===== src/hdl/cache_pkg.sv =====
// cache geometry and shared types
// two-way set-associative write-back data cache, 4 sets of 4 words
package cache_pkg;

    // sizes
    localparam int WORD_W         = 32;
    localparam int LINE_W         = 128;
    localparam int WORDS_PER_LINE = 4;
    localparam int SETS           = 4;
    localparam int WAYS           = 2;

    // processor word address split into tag / index / offset
    localparam int ADDR_W     = 30;
    localparam int OFFSET_W   = 2;
    localparam int INDEX_W    = 2;
    localparam int TAG_W      = ADDR_W - INDEX_W - OFFSET_W;
    localparam int MEM_ADDR_W = TAG_W + INDEX_W;

    typedef logic [WORD_W-1:0]     word_t;
    typedef logic [LINE_W-1:0]     line_t;
    typedef logic [TAG_W-1:0]      tag_t;
    typedef logic [INDEX_W-1:0]    index_t;
    typedef logic [OFFSET_W-1:0]   offset_t;
    typedef logic [MEM_ADDR_W-1:0] mem_addr_t;

    // one bit is enough to name a way in a two-way cache
    typedef logic way_t;

    // miss handling states
    typedef enum logic [1:0] {
        S_IDLE       = 2'd0,
        S_WRITE_BACK = 2'd1,
        S_ALLOCATE   = 2'd2,
        S_RESPOND    = 2'd3
    } ctrl_state_t;

endpackage


===== src/hdl/line_ram.sv =====
// one way of tag or line storage, one entry per set
// combinational read, write lands on the next edge
`timescale 1ns/1ps

module line_ram
    import cache_pkg::*;
#(
    parameter type entry_t = line_t
) (
    input  logic   clk,
    input  index_t index,
    input  logic   wr_en,
    input  entry_t wr_entry,
    output entry_t rd_entry
);

    // contents are meaningless until the valid bit for the set is up
    entry_t mem [SETS];

    always_ff @(posedge clk) begin
        if (wr_en) begin
            mem[index] <= wr_entry;
        end
    end

    assign rd_entry = mem[index];

endmodule


===== src/hdl/set_status.sv =====
// per-set valid, dirty and LRU state
// picks the replacement way, empty ways first
`timescale 1ns/1ps

module set_status
    import cache_pkg::*;
(
    input  logic            clk,
    input  logic            proc_reset,
    input  index_t          index,
    input  logic            touch,
    input  way_t            touch_way,
    input  logic            fill,
    input  way_t            fill_way,
    input  logic            mark_dirty,
    input  way_t            dirty_way,
    output logic [WAYS-1:0] valid,
    output way_t            victim_way,
    output logic            victim_dirty
);

    logic [WAYS-1:0] valid_q [SETS];
    logic [WAYS-1:0] dirty_q [SETS];
    // points at the least recently used way of the set
    way_t            lru_q   [SETS];

    always_ff @(posedge clk) begin
        if (proc_reset) begin
            for (int s = 0; s < SETS; s++) begin
                valid_q[s] <= '0;
                dirty_q[s] <= '0;
                lru_q[s]   <= 1'b0;
            end
        end else begin
            if (touch) begin
                lru_q[index] <= ~touch_way;
            end
            if (fill) begin
                valid_q[index][fill_way] <= 1'b1;
                dirty_q[index][fill_way] <= 1'b0;
                lru_q[index]             <= ~fill_way;
            end
            // after the fill so a write-allocate ends up dirty
            if (mark_dirty) begin
                dirty_q[index][dirty_way] <= 1'b1;
            end
        end
    end

    assign valid = valid_q[index];

    always_comb begin
        if (!valid[0]) begin
            victim_way = 1'b0;
        end else if (!valid[1]) begin
            victim_way = 1'b1;
        end else begin
            victim_way = lru_q[index];
        end
    end

    // an empty way is never dirty, fill always clears it
    assign victim_dirty = dirty_q[index][victim_way];

endmodule


===== src/hdl/way_lookup.sv =====
// tag compare and word select for both ways
// also builds the line written back into the data array
`timescale 1ns/1ps

module way_lookup
    import cache_pkg::*;
(
    input  tag_t            req_tag,
    input  offset_t         offset,
    input  word_t           wdata,
    input  logic [WAYS-1:0] valid,
    input  tag_t            tag0,
    input  tag_t            tag1,
    input  line_t           line0,
    input  line_t           line1,
    input  way_t            victim_way,
    input  logic            fill,
    input  line_t           fill_line,
    input  logic            merge_word,
    output logic            hit,
    output way_t            hit_way,
    output word_t           rdata,
    output tag_t            victim_tag,
    output line_t           victim_line,
    output line_t           wr_line
);

    logic  hit0;
    logic  hit1;
    line_t hit_line;

    assign hit0 = valid[0] && (tag0 == req_tag);
    assign hit1 = valid[1] && (tag1 == req_tag);
    assign hit  = hit0 || hit1;

    // way 0 wins, both hitting cannot happen since a fill only runs on a miss
    assign hit_way  = hit0 ? 1'b0 : 1'b1;
    assign hit_line = hit0 ? line0 : line1;

    // word k sits at bits 32k upward
    assign rdata = hit ? hit_line[offset*WORD_W +: WORD_W] : '0;

    assign victim_tag  = victim_way ? tag1 : tag0;
    assign victim_line = victim_way ? line1 : line0;

    always_comb begin
        wr_line = fill ? fill_line : hit_line;
        if (merge_word) begin
            wr_line[offset*WORD_W +: WORD_W] = wdata;
        end
    end

endmodule


===== src/hdl/cache_ctrl.sv =====
// miss FSM, drives stall, memory requests and array strobes
// hits finish in idle, misses go through write-back and allocate
`timescale 1ns/1ps

module cache_ctrl
    import cache_pkg::*;
(
    input  logic            clk,
    input  logic            proc_reset,
    input  logic            proc_read,
    input  logic            proc_write,
    input  tag_t            req_tag,
    input  index_t          index,
    input  logic            hit,
    input  way_t            hit_way,
    input  way_t            victim_way,
    input  logic            victim_dirty,
    input  tag_t            victim_tag,
    input  logic            mem_ready,
    output logic            proc_stall,
    output logic            mem_read,
    output logic            mem_write,
    output mem_addr_t       mem_addr,
    output logic [WAYS-1:0] tag_we,
    output logic [WAYS-1:0] data_we,
    output logic            fill,
    output logic            merge_word,
    output logic            touch,
    output logic            mark_dirty,
    output way_t            upd_way
);

    ctrl_state_t state_q;
    ctrl_state_t state_d;
    logic        req;
    logic        alloc;

    assign req = proc_read || proc_write;

    // on a miss hit is low, so this falls to the victim
    assign upd_way = hit ? hit_way : victim_way;

    always_comb begin
        state_d    = state_q;
        proc_stall = 1'b0;
        mem_read   = 1'b0;
        mem_write  = 1'b0;
        mem_addr   = {req_tag, index};
        tag_we     = '0;
        data_we    = '0;
        fill       = 1'b0;
        merge_word = 1'b0;
        touch      = 1'b0;
        mark_dirty = 1'b0;
        alloc      = 1'b0;

        case (state_q)
            S_IDLE, S_RESPOND: begin
                if (state_q == S_RESPOND) begin
                    state_d = S_IDLE;
                end
                if (req && hit) begin
                    touch = 1'b1;
                    if (proc_write) begin
                        data_we[hit_way] = 1'b1;
                        merge_word       = 1'b1;
                        mark_dirty       = 1'b1;
                    end
                end else if (req && victim_dirty) begin
                    // victim has to go out before the refill
                    proc_stall = 1'b1;
                    state_d    = S_WRITE_BACK;
                end else if (req) begin
                    alloc = 1'b1;
                end
            end
            S_WRITE_BACK: begin
                proc_stall = 1'b1;
                mem_write  = 1'b1;
                mem_addr   = {victim_tag, index};
                if (mem_ready) begin
                    state_d = S_ALLOCATE;
                end
            end
            default: begin
                alloc = 1'b1;
            end
        endcase

        // refill request, shared by a clean miss in idle and the allocate state
        if (alloc) begin
            proc_stall = 1'b1;
            mem_read   = 1'b1;
            state_d    = S_ALLOCATE;
            if (mem_ready) begin
                fill                = 1'b1;
                tag_we[victim_way]  = 1'b1;
                data_we[victim_way] = 1'b1;
                if (proc_write) begin
                    // write completes now, word merged into the fetched line
                    merge_word = 1'b1;
                    mark_dirty = 1'b1;
                    proc_stall = 1'b0;
                    state_d    = S_IDLE;
                end else begin
                    state_d = S_RESPOND;
                end
            end
        end
    end

    always_ff @(posedge clk) begin
        if (proc_reset) begin
            state_q <= S_IDLE;
        end else begin
            state_q <= state_d;
        end
    end

endmodule


===== src/hdl/cache_top.sv =====
// two-way write-back data cache top level
// wires the tag/data arrays, status bits, lookup and miss FSM together
`timescale 1ns/1ps

module cache_top
    import cache_pkg::*;
(
    input  logic              clk,
    input  logic              proc_reset,
    input  logic              proc_read,
    input  logic              proc_write,
    input  logic [ADDR_W-1:0] proc_addr,
    input  word_t             proc_wdata,
    output logic              proc_stall,
    output word_t             proc_rdata,
    output logic              mem_read,
    output logic              mem_write,
    output mem_addr_t         mem_addr,
    input  line_t             mem_rdata,
    output line_t             mem_wdata,
    input  logic              mem_ready
);

    tag_t            req_tag;
    index_t          index;
    offset_t         offset;
    tag_t            tag_rd  [WAYS];
    line_t           line_rd [WAYS];
    logic [WAYS-1:0] valid;
    logic [WAYS-1:0] tag_we;
    logic [WAYS-1:0] data_we;
    way_t            victim_way;
    logic            victim_dirty;
    tag_t            victim_tag;
    line_t           wr_line;
    logic            hit;
    way_t            hit_way;
    logic            fill;
    logic            merge_word;
    logic            touch;
    logic            mark_dirty;
    way_t            upd_way;

    assign req_tag = proc_addr[ADDR_W-1 -: TAG_W];
    assign index   = proc_addr[OFFSET_W +: INDEX_W];
    assign offset  = proc_addr[OFFSET_W-1:0];

    for (genvar w = 0; w < WAYS; w++) begin : g_way
        line_ram #(.entry_t(tag_t)) i_tag_ram (
            .clk      (clk),
            .index    (index),
            .wr_en    (tag_we[w]),
            .wr_entry (req_tag),
            .rd_entry (tag_rd[w])
        );

        line_ram #(.entry_t(line_t)) i_data_ram (
            .clk      (clk),
            .index    (index),
            .wr_en    (data_we[w]),
            .wr_entry (wr_line),
            .rd_entry (line_rd[w])
        );
    end

    set_status i_status (
        .clk          (clk),
        .proc_reset   (proc_reset),
        .index        (index),
        .touch        (touch),
        .touch_way    (upd_way),
        .fill         (fill),
        .fill_way     (upd_way),
        .mark_dirty   (mark_dirty),
        .dirty_way    (upd_way),
        .valid        (valid),
        .victim_way   (victim_way),
        .victim_dirty (victim_dirty)
    );

    // write-back data is always the victim line
    way_lookup i_lookup (
        .req_tag     (req_tag),
        .offset      (offset),
        .wdata       (proc_wdata),
        .valid       (valid),
        .tag0        (tag_rd[0]),
        .tag1        (tag_rd[1]),
        .line0       (line_rd[0]),
        .line1       (line_rd[1]),
        .victim_way  (victim_way),
        .fill        (fill),
        .fill_line   (mem_rdata),
        .merge_word  (merge_word),
        .hit         (hit),
        .hit_way     (hit_way),
        .rdata       (proc_rdata),
        .victim_tag  (victim_tag),
        .victim_line (mem_wdata),
        .wr_line     (wr_line)
    );

    cache_ctrl i_ctrl (
        .clk          (clk),
        .proc_reset   (proc_reset),
        .proc_read    (proc_read),
        .proc_write   (proc_write),
        .req_tag      (req_tag),
        .index        (index),
        .hit          (hit),
        .hit_way      (hit_way),
        .victim_way   (victim_way),
        .victim_dirty (victim_dirty),
        .victim_tag   (victim_tag),
        .mem_ready    (mem_ready),
        .proc_stall   (proc_stall),
        .mem_read     (mem_read),
        .mem_write    (mem_write),
        .mem_addr     (mem_addr),
        .tag_we       (tag_we),
        .data_we      (data_we),
        .fill         (fill),
        .merge_word   (merge_word),
        .touch        (touch),
        .mark_dirty   (mark_dirty),
        .upd_way      (upd_way)
    );

endmodule


===== config.mk =====
export PLATFORM = sky130hd
export DESIGN_NAME = cache_top
export DESIGN_NICKNAME = d
export VERILOG_FILES = /design/src/hdl/cache_pkg.sv /design/src/hdl/line_ram.sv /design/src/hdl/set_status.sv /design/src/hdl/way_lookup.sv /design/src/hdl/cache_ctrl.sv /design/src/hdl/cache_top.sv
export SDC_FILE = /design/constraint.sdc
export NUM_CORES = 2
export LEC_CHECK = 0
export BUFFER_PORTS_ARGS = -buffer_cell sky130_fd_sc_hd__buf_2
export CAP_MARGIN = 10
export CELL_PAD_IN_SITES_DETAIL_PLACEMENT = 1
export CELL_PAD_IN_SITES_GLOBAL_PLACEMENT = 1
export CORE_MARGIN = 2
export CORE_UTILIZATION = 49
export CTS_BUF_LIST = sky130_fd_sc_hd__clkbuf_4 sky130_fd_sc_hd__clkbuf_8 sky130_fd_sc_hd__clkbuf_16
export DETAILED_ROUTE_END_ITERATION = 16
export GPL_TIMING_DRIVEN = 0
export PLACE_DENSITY = 0.86
export SLEW_MARGIN = 20
export SYNTH_ARGS = -nofsm -noshare
export SYNTH_HDL_FRONTEND = slang
export SYNTH_SLANG_ARGS = --single-unit

===== constraint.sdc =====
create_clock -name clk -period 30.4 [get_ports clk]
set_input_delay 1.52 -clock clk [delete_from_list [all_inputs] [get_ports clk]]
set_output_delay 1.52 -clock clk [all_outputs]
set_load 0.005 [all_outputs]

* Yosys cells after proc, flatten, opt, wreduce, memory -nomap -nowiden *
Memory sizes are Yosys's and may differ from the RTL's.
Cells that the tools add are included.

word-level totals
  register bits after elaboration = 2
  bits in writable memories = 1252
  memories = 7

memory list
  memory                   depth  width  read ports  clocked after memory_dff  wr ports  line              source
  g_way[0].i_data_ram.mem  4      128    1           0                         1         line_ram.sv:18    entry_t mem [SETS];
  g_way[1].i_data_ram.mem  4      128    1           0                         1         line_ram.sv:18
  g_way[0].i_tag_ram.mem   4      26     1           0                         1         line_ram.sv:18
  g_way[1].i_tag_ram.mem   4      26     1           0                         1         line_ram.sv:18
  i_status.dirty_q         4      2      1           0                         4         set_status.sv:23  logic [WAYS-1:0] dirty_q [SETS];
  i_status.valid_q         4      2      1           0                         4         set_status.sv:22  logic [WAYS-1:0] valid_q [SETS];
  +1 memories              -      -      -           -                         -         -

cells by class
  add/sub/neg operators = 1
  $lt $le $gt $ge = 6
  equality and inequality tests = 5
  shift operators = 3
  muxes and demuxes = 89
  bitwise gates (word level) = 5
  reductions and logical operators = 16

operator list
  operator                     number
  $mux W128                    4
  $bwmux W128                  1
  $shift A32 B34 Y128 const A  1
  $shiftx A128 B8 Y32          1
  $shiftx A32 B34 Y128         1
  $eq A26 B26 Y1               2
  $mux W1                      52
  $mux W2                      23
  $neg A7 Y34                  1
  $mux W32                     1
  $mux W28                     1
  $mux W26                     1
  $logic_and A1 B1 Y1          7
  $lt A1 B2 Y1 const B         3
  $reduce_or A2 Y1             3
  $pmux W1 S2                  2
  $pmux W2 S2                  1
  $demux W1 S1                 3
  $ge A1 B1 Y1 const B         3
  $ne A3 B2 Y1 const B         1
  $or A1 B1 Y1                 3
  $reduce_bool A3 Y1           1
  $eq A2 B1 Y1 const B         1
  $eq A2 B2 Y1 const B         1
  6 further kinds              7

* Logic depth before layout (Yosys ltp) *
An unclocked memory read counts as a cell.

  depth in word-level cells = 16
  gate-level depth with buffers = 15

* Cells and area by module *
From an unflattened synthesis, not the netlist that was laid out.

second synthesis, totals
  cells, all modules = 2829
  area, all modules = 54581.1 µm²

by module, submodules not included
  module                               times used  cells an instance  area an instance (µm²)  seq. area each (µm²)
  line_ram at g_way[0].i_data_ram ...  2           674                18495.2                 15374.7
  way_lookup                           1           1039               8287.9                  0.0
  line_ram at g_way[0].i_tag_ram ...   2           140                3787.4                  3123.0
  set_status                           1           91                 1092.3                  600.6
  cache_ctrl                           1           71                 635.6                   40.0

* Worst setup path after synthesis *
Ideal clock, no wire load.

  path kind = in2reg
  start = in proc_addr[2]
  end = mem g_way[1].i_data_ram.mem[0][0] (netlist name) (enable)
  library setup time = 0.658 ns
  arrival = 10.045 ns
  required time = 29.742 ns
  path slack = 19.697 ns
  stages = 13
  path buffers = 6
  cell sequence = buf_6 buf_4 buf_4 mux2i_1 nor2_1 o311ai_1 a21oi_1 and4_1 buf_6 buf_6 buf_6 or3_1 a21oi_1

on the way
  longest elaborated chain between the ends = 16

ends and longest elaborated chain
  item                                                                       line              source
  start: declaration                                                         cache_top.sv:12   input logic [ADDR_W-1:0] proc_addr,
  $mem_v2 Z4 W26                                                             -
  $eq A26 B26 Y1                                                             way_lookup.sv:32  assign hit0 = valid[0] && (tag0 == req_tag);
  $logic_and A1 B1 Y1                                                        way_lookup.sv:32
  $mux W1                                                                    way_lookup.sv:37  assign hit_way = hit0 ? 1'b0 : 1'b1;
  $lt A1 B2 Y1 (not written as such) / $ge A1 B1 Y1 (equally long branches)  cache_ctrl.sv:65  data_we[hit_way] = 1'b1;
  $logic_and A1 B1 Y1 (not written as such)                                  cache_ctrl.sv:65
  $mux W1 (not written as such)                                              cache_ctrl.sv:65
  $demux W1 S1                                                               -
  $mux W2                                                                    cache_ctrl.sv:64  if (proc_write) begin
  $mux W2                                                                    cache_ctrl.sv:62  if (req && hit) begin
  $mux W2                                                                    cache_ctrl.sv:57  case (state_q)
  $or A2 B2 Y2 (no line)                                                     -
  $mux W2                                                                    cache_ctrl.sv:95  if (mem_ready) begin
  $mux W2                                                                    cache_ctrl.sv:91  if (alloc) begin
  $mux W1                                                                    line_ram.sv:21    if (wr_en) begin
  $mux W1 (not written as such)                                              line_ram.sv:22    mem[index] <= wr_entry;
  end: declaration                                                           line_ram.sv:18

Parallel ways exist; a longest one is shown, timed or not. The select of a mux whose other input is x is not followed.

* Worst setup path in the final report *
  start = in proc_addr[3]
  end = out proc_rdata[19]

on the way
  longest elaborated chain between the ends = 6

ends and longest elaborated chain
  item                 line              source
  $mem_v2 Z4 W26       -
  $eq A26 B26 Y1       way_lookup.sv:32
  $logic_and A1 B1 Y1  way_lookup.sv:32
  $mux W128            way_lookup.sv:38  assign hit_line = hit0 ? line0 : line1;
  $shiftx A128 B8 Y32  way_lookup.sv:41  assign rdata = hit ? hit_line[offset*WORD_W +: WORD_W] : '0;
  $mux W32 *           way_lookup.sv:41
  end: declaration     cache_top.sv:15   output word_t proc_rdata,

Every way passes the cells marked *; elsewhere a longest branch is shown, timed or not.

==> results.cfg <==
[status]
run_status = finished, final reports clean

[route]
final_antenna_net_count = 0
drt_iter0_markers = 5376
viasPerCell = 6.65
vias = 34200
drtPass1Iterations = 5
drc_errors = 0
post_drt_wl_per_cell_um = 38.8
drt-total-wl_um = 199000

[power]
irDropWorstVdd_mv = 0.0742
p_comb_share_pct = 20.8
p_leak_nw = 22.7
clockPowerShare_pct = 32.9
power.internal_mw = 3.44
p_switching_mw = 1.37
seq_power_share_pct = 46.2
power_density_nw_per_um2 = 73.7
switching_share_pct = 28.6

[critical_path]
required_ns = 28.88
critPathKind = in2out
cpPeakStageDelay_ns = 0.91
crit_slowest_cell = buf_1
cp_data_arrival_time_ns = 7.24
path_cells = buf_2 -> buf_2 -> buf_1 -> buf_1 -> buf_1 -> clkbuf_1 -> mux4_2 -> mux2i_1 -> mux4_2 -> nor2_1 -> buf_2
crit_fanout = 10
crit_path_end_kind = primary output
crit_path_start_kind = input port

[timing]
rsz0062_at_grt = false
max_slew.worst_pin.slew_ns = 1.34
setup_tns_ns = 0
finalMaxSlewViolations = 0
setup_viol = 0
min_period_over_period_pct = 28.8
min_period_ns = 8.76
skew_ns = 0.0585
worst_slack_ns = 21.64
timing.fmax_ghz = 0.114
hold_viol = 0
slew_headroom_pct = 10.7

[synthesis]
yosysUniqueCellTypes = 61
syn-cell-area_sq_um = 55200
syn_inst = 2942
synthArstFlopShare_pct = 0
synth_top_area_share_pct = 68.0
synth_edf_count = 1252
synth-seq-cells = 1254
synthFlopType = edfxtp_1
syn_avg_cell_area_sq_um = 18.8
synthTopCellsByArea = edfxtp_1, mux4_2, mux2_2
yosysWarningCount = 0
synth.largest_area_cell = edfxtp_1
syn-num-nets = 3144
ys_seq_area_share_pct = 68.1

[cts]
cts.sinks = 1254
htree_levels = 3
postCtsSetupRepairBufs = 0
clkTransAtPathRegs_ns = 0.06
clk_path_buf_depth = 3
cts_inserted_buffers = 120
tritoncts = yes
cts_hold_buffers = 0
clk_latency_ns = 0.75
root_buffer = clkbuf_16
cts_resized = 0

[final_layout]
area_delta_synth_final_pct = 18.1
drive_above_1_share_pct = 38.3
layout_commonest_cell = edfxtp_1
num-nets-final = 3726
final_cell_mix = edfxtp_1, buf_2, mux4_2
n_fill_cell = 9856

[global_route]
grt_max_degree = 21
antenna_found_initial = 17
grt_overflow = 0
grt_first_pass_wirelength_um = 278000
grtUsageTotal_pct = 34.4
grt_pass1_vias = 35400

[die]
placementRows = 123
ios = 386
die_w_um = 340
die_area_sq_um = 115000
core_sq_um = 112000
start_util_pct = 49.2
die_y_um = 340

[flow_run]
drv_cap = 0

[place]
port_buffers = 384
dp_hpwl_um = 136000
place_ws_ns = 21.99
routabilityCongestion = 0.970

[min_path]
hold_class = reg2reg
==> metrics by stage <==
step / power (mW) / instance area [sq um] / util [%] / hold WS, ns / std cells
detailed placement: 3.20 / 61100 / 54.5 / 0.654 / 4902
floorplan: 2.77 / 55200 / - / 0.574 / 2942
finish: 4.81 / 65300 / 58.2 / 0.667 / 5136
CTS: 4.79 / 65200 / 58.1 / 0.664 / 5128
global placement: 3.12 / 59000 / 52.6 / 0.610 / 4826
global route: 4.90 / 65200 / 58.2 / 0.694 / 5130
==> final timing paths <==
path,start,to,slack [ns],cells after the start
hold reg to reg,i_ctrl.state_q[0],i_ctrl.state_q[0],0.67,3
setup / recovery,proc_addr[3],proc_rdata[19],21.64,11
hold / removal,i_ctrl.state_q[0],i_ctrl.state_q[0],0.67,3
setup reg to reg,g_way[1].i_tag_ram.mem[3][13],g_way[1].i_data_ram.mem[2][117],24.96,11
==> power by group through the flow <==
stage	combinational [mW]	sequential, mW	clock (mW)
global placement	0.840	2.28	0
finish	1.00	2.22	1.58
detailed placement	0.952	2.25	0
CTS	0.978	2.22	1.58
global route	1.03	2.23	1.64
floorplan	0.520	2.25	0
==> critical path, delay by kind of cell <==
kind                   cells  cell delay [ns]
buffers and inverters      7             3.82
multiplexers               3             1.76
AND/OR/NAND/NOR            1             0.09
==> kinds of logic after synthesis <==
family                   synth area share [%]
AO/OA/AOI/OAI                            1.32
XOR/XNOR                                0.745
adder cells (fa/ha/maj)                 0.159
buffers and inverters                    2.67
flip-flops                               68.1
multiplexers                             24.5
AND/OR/NAND/NOR                          2.49
==> sequential cells by signal (all words and copies together) (netlist names) <==
| signal | cells |
|---|---|
| i_status.valid_q | 8 |
| i_ctrl.state_q | 2 |
| g_way.i_tag_ram.mem | 208 |
| i_status.dirty_q | 8 |
| i_status.lru_q | 4 |
| g_way.i_data_ram.mem | 1024 |
==> area by class of cell <==
type                       instances  area (sq um)  area share (%)
antenna                            8          20.0          0.0307
buffer                           177           980            1.50
clock buffer                     153          3250            4.98
clock inverter                    73           838            1.28
inverter                         136           510           0.782
multi-input combinational       1375         16300            25.0
sequential                      1254         37600            57.7
tap                             1500          1880            2.88
timing repair buffer             460          3850            5.90
==> layer usage <==
metal	GRT usage (%)	vias to the layer above	wire [um]
met2	55.3	2985	94700
met3	8.61	691	24100
met4	21.9	20	15900
met5	0	-	126
met1	41.8	17500	64400
li1	-	13000	-
==> cell usage after synthesis, drive strengths merged (2+ instances only) <==
library cell / n
and2: 2
nand4: 14
a221oi: 3
o31ai: 5
o21a: 3
nor2: 90
nor3: 16
and4: 2
mux2i: 292
edfxtp: 1252
a21oi: 36
o2111ai: 2
o2bb2ai: 3
nor4: 4
o211ai: 4
ha: 7
nand3: 8
o21ai: 28
buf: 91
a21boi: 3
nand2b: 7
mux2: 268
clkbuf: 86
a2bb2oi: 2
nor2b: 3
xor2: 4
inv: 136
xnor2: 43
or3: 2
a41o: 2
mux4: 337
dfxtp: 2
a211oi: 4
nor3b: 6
nand2: 154
a31o: 3
or2: 4
Note: power is estimated with default switching activity, not from simulation.
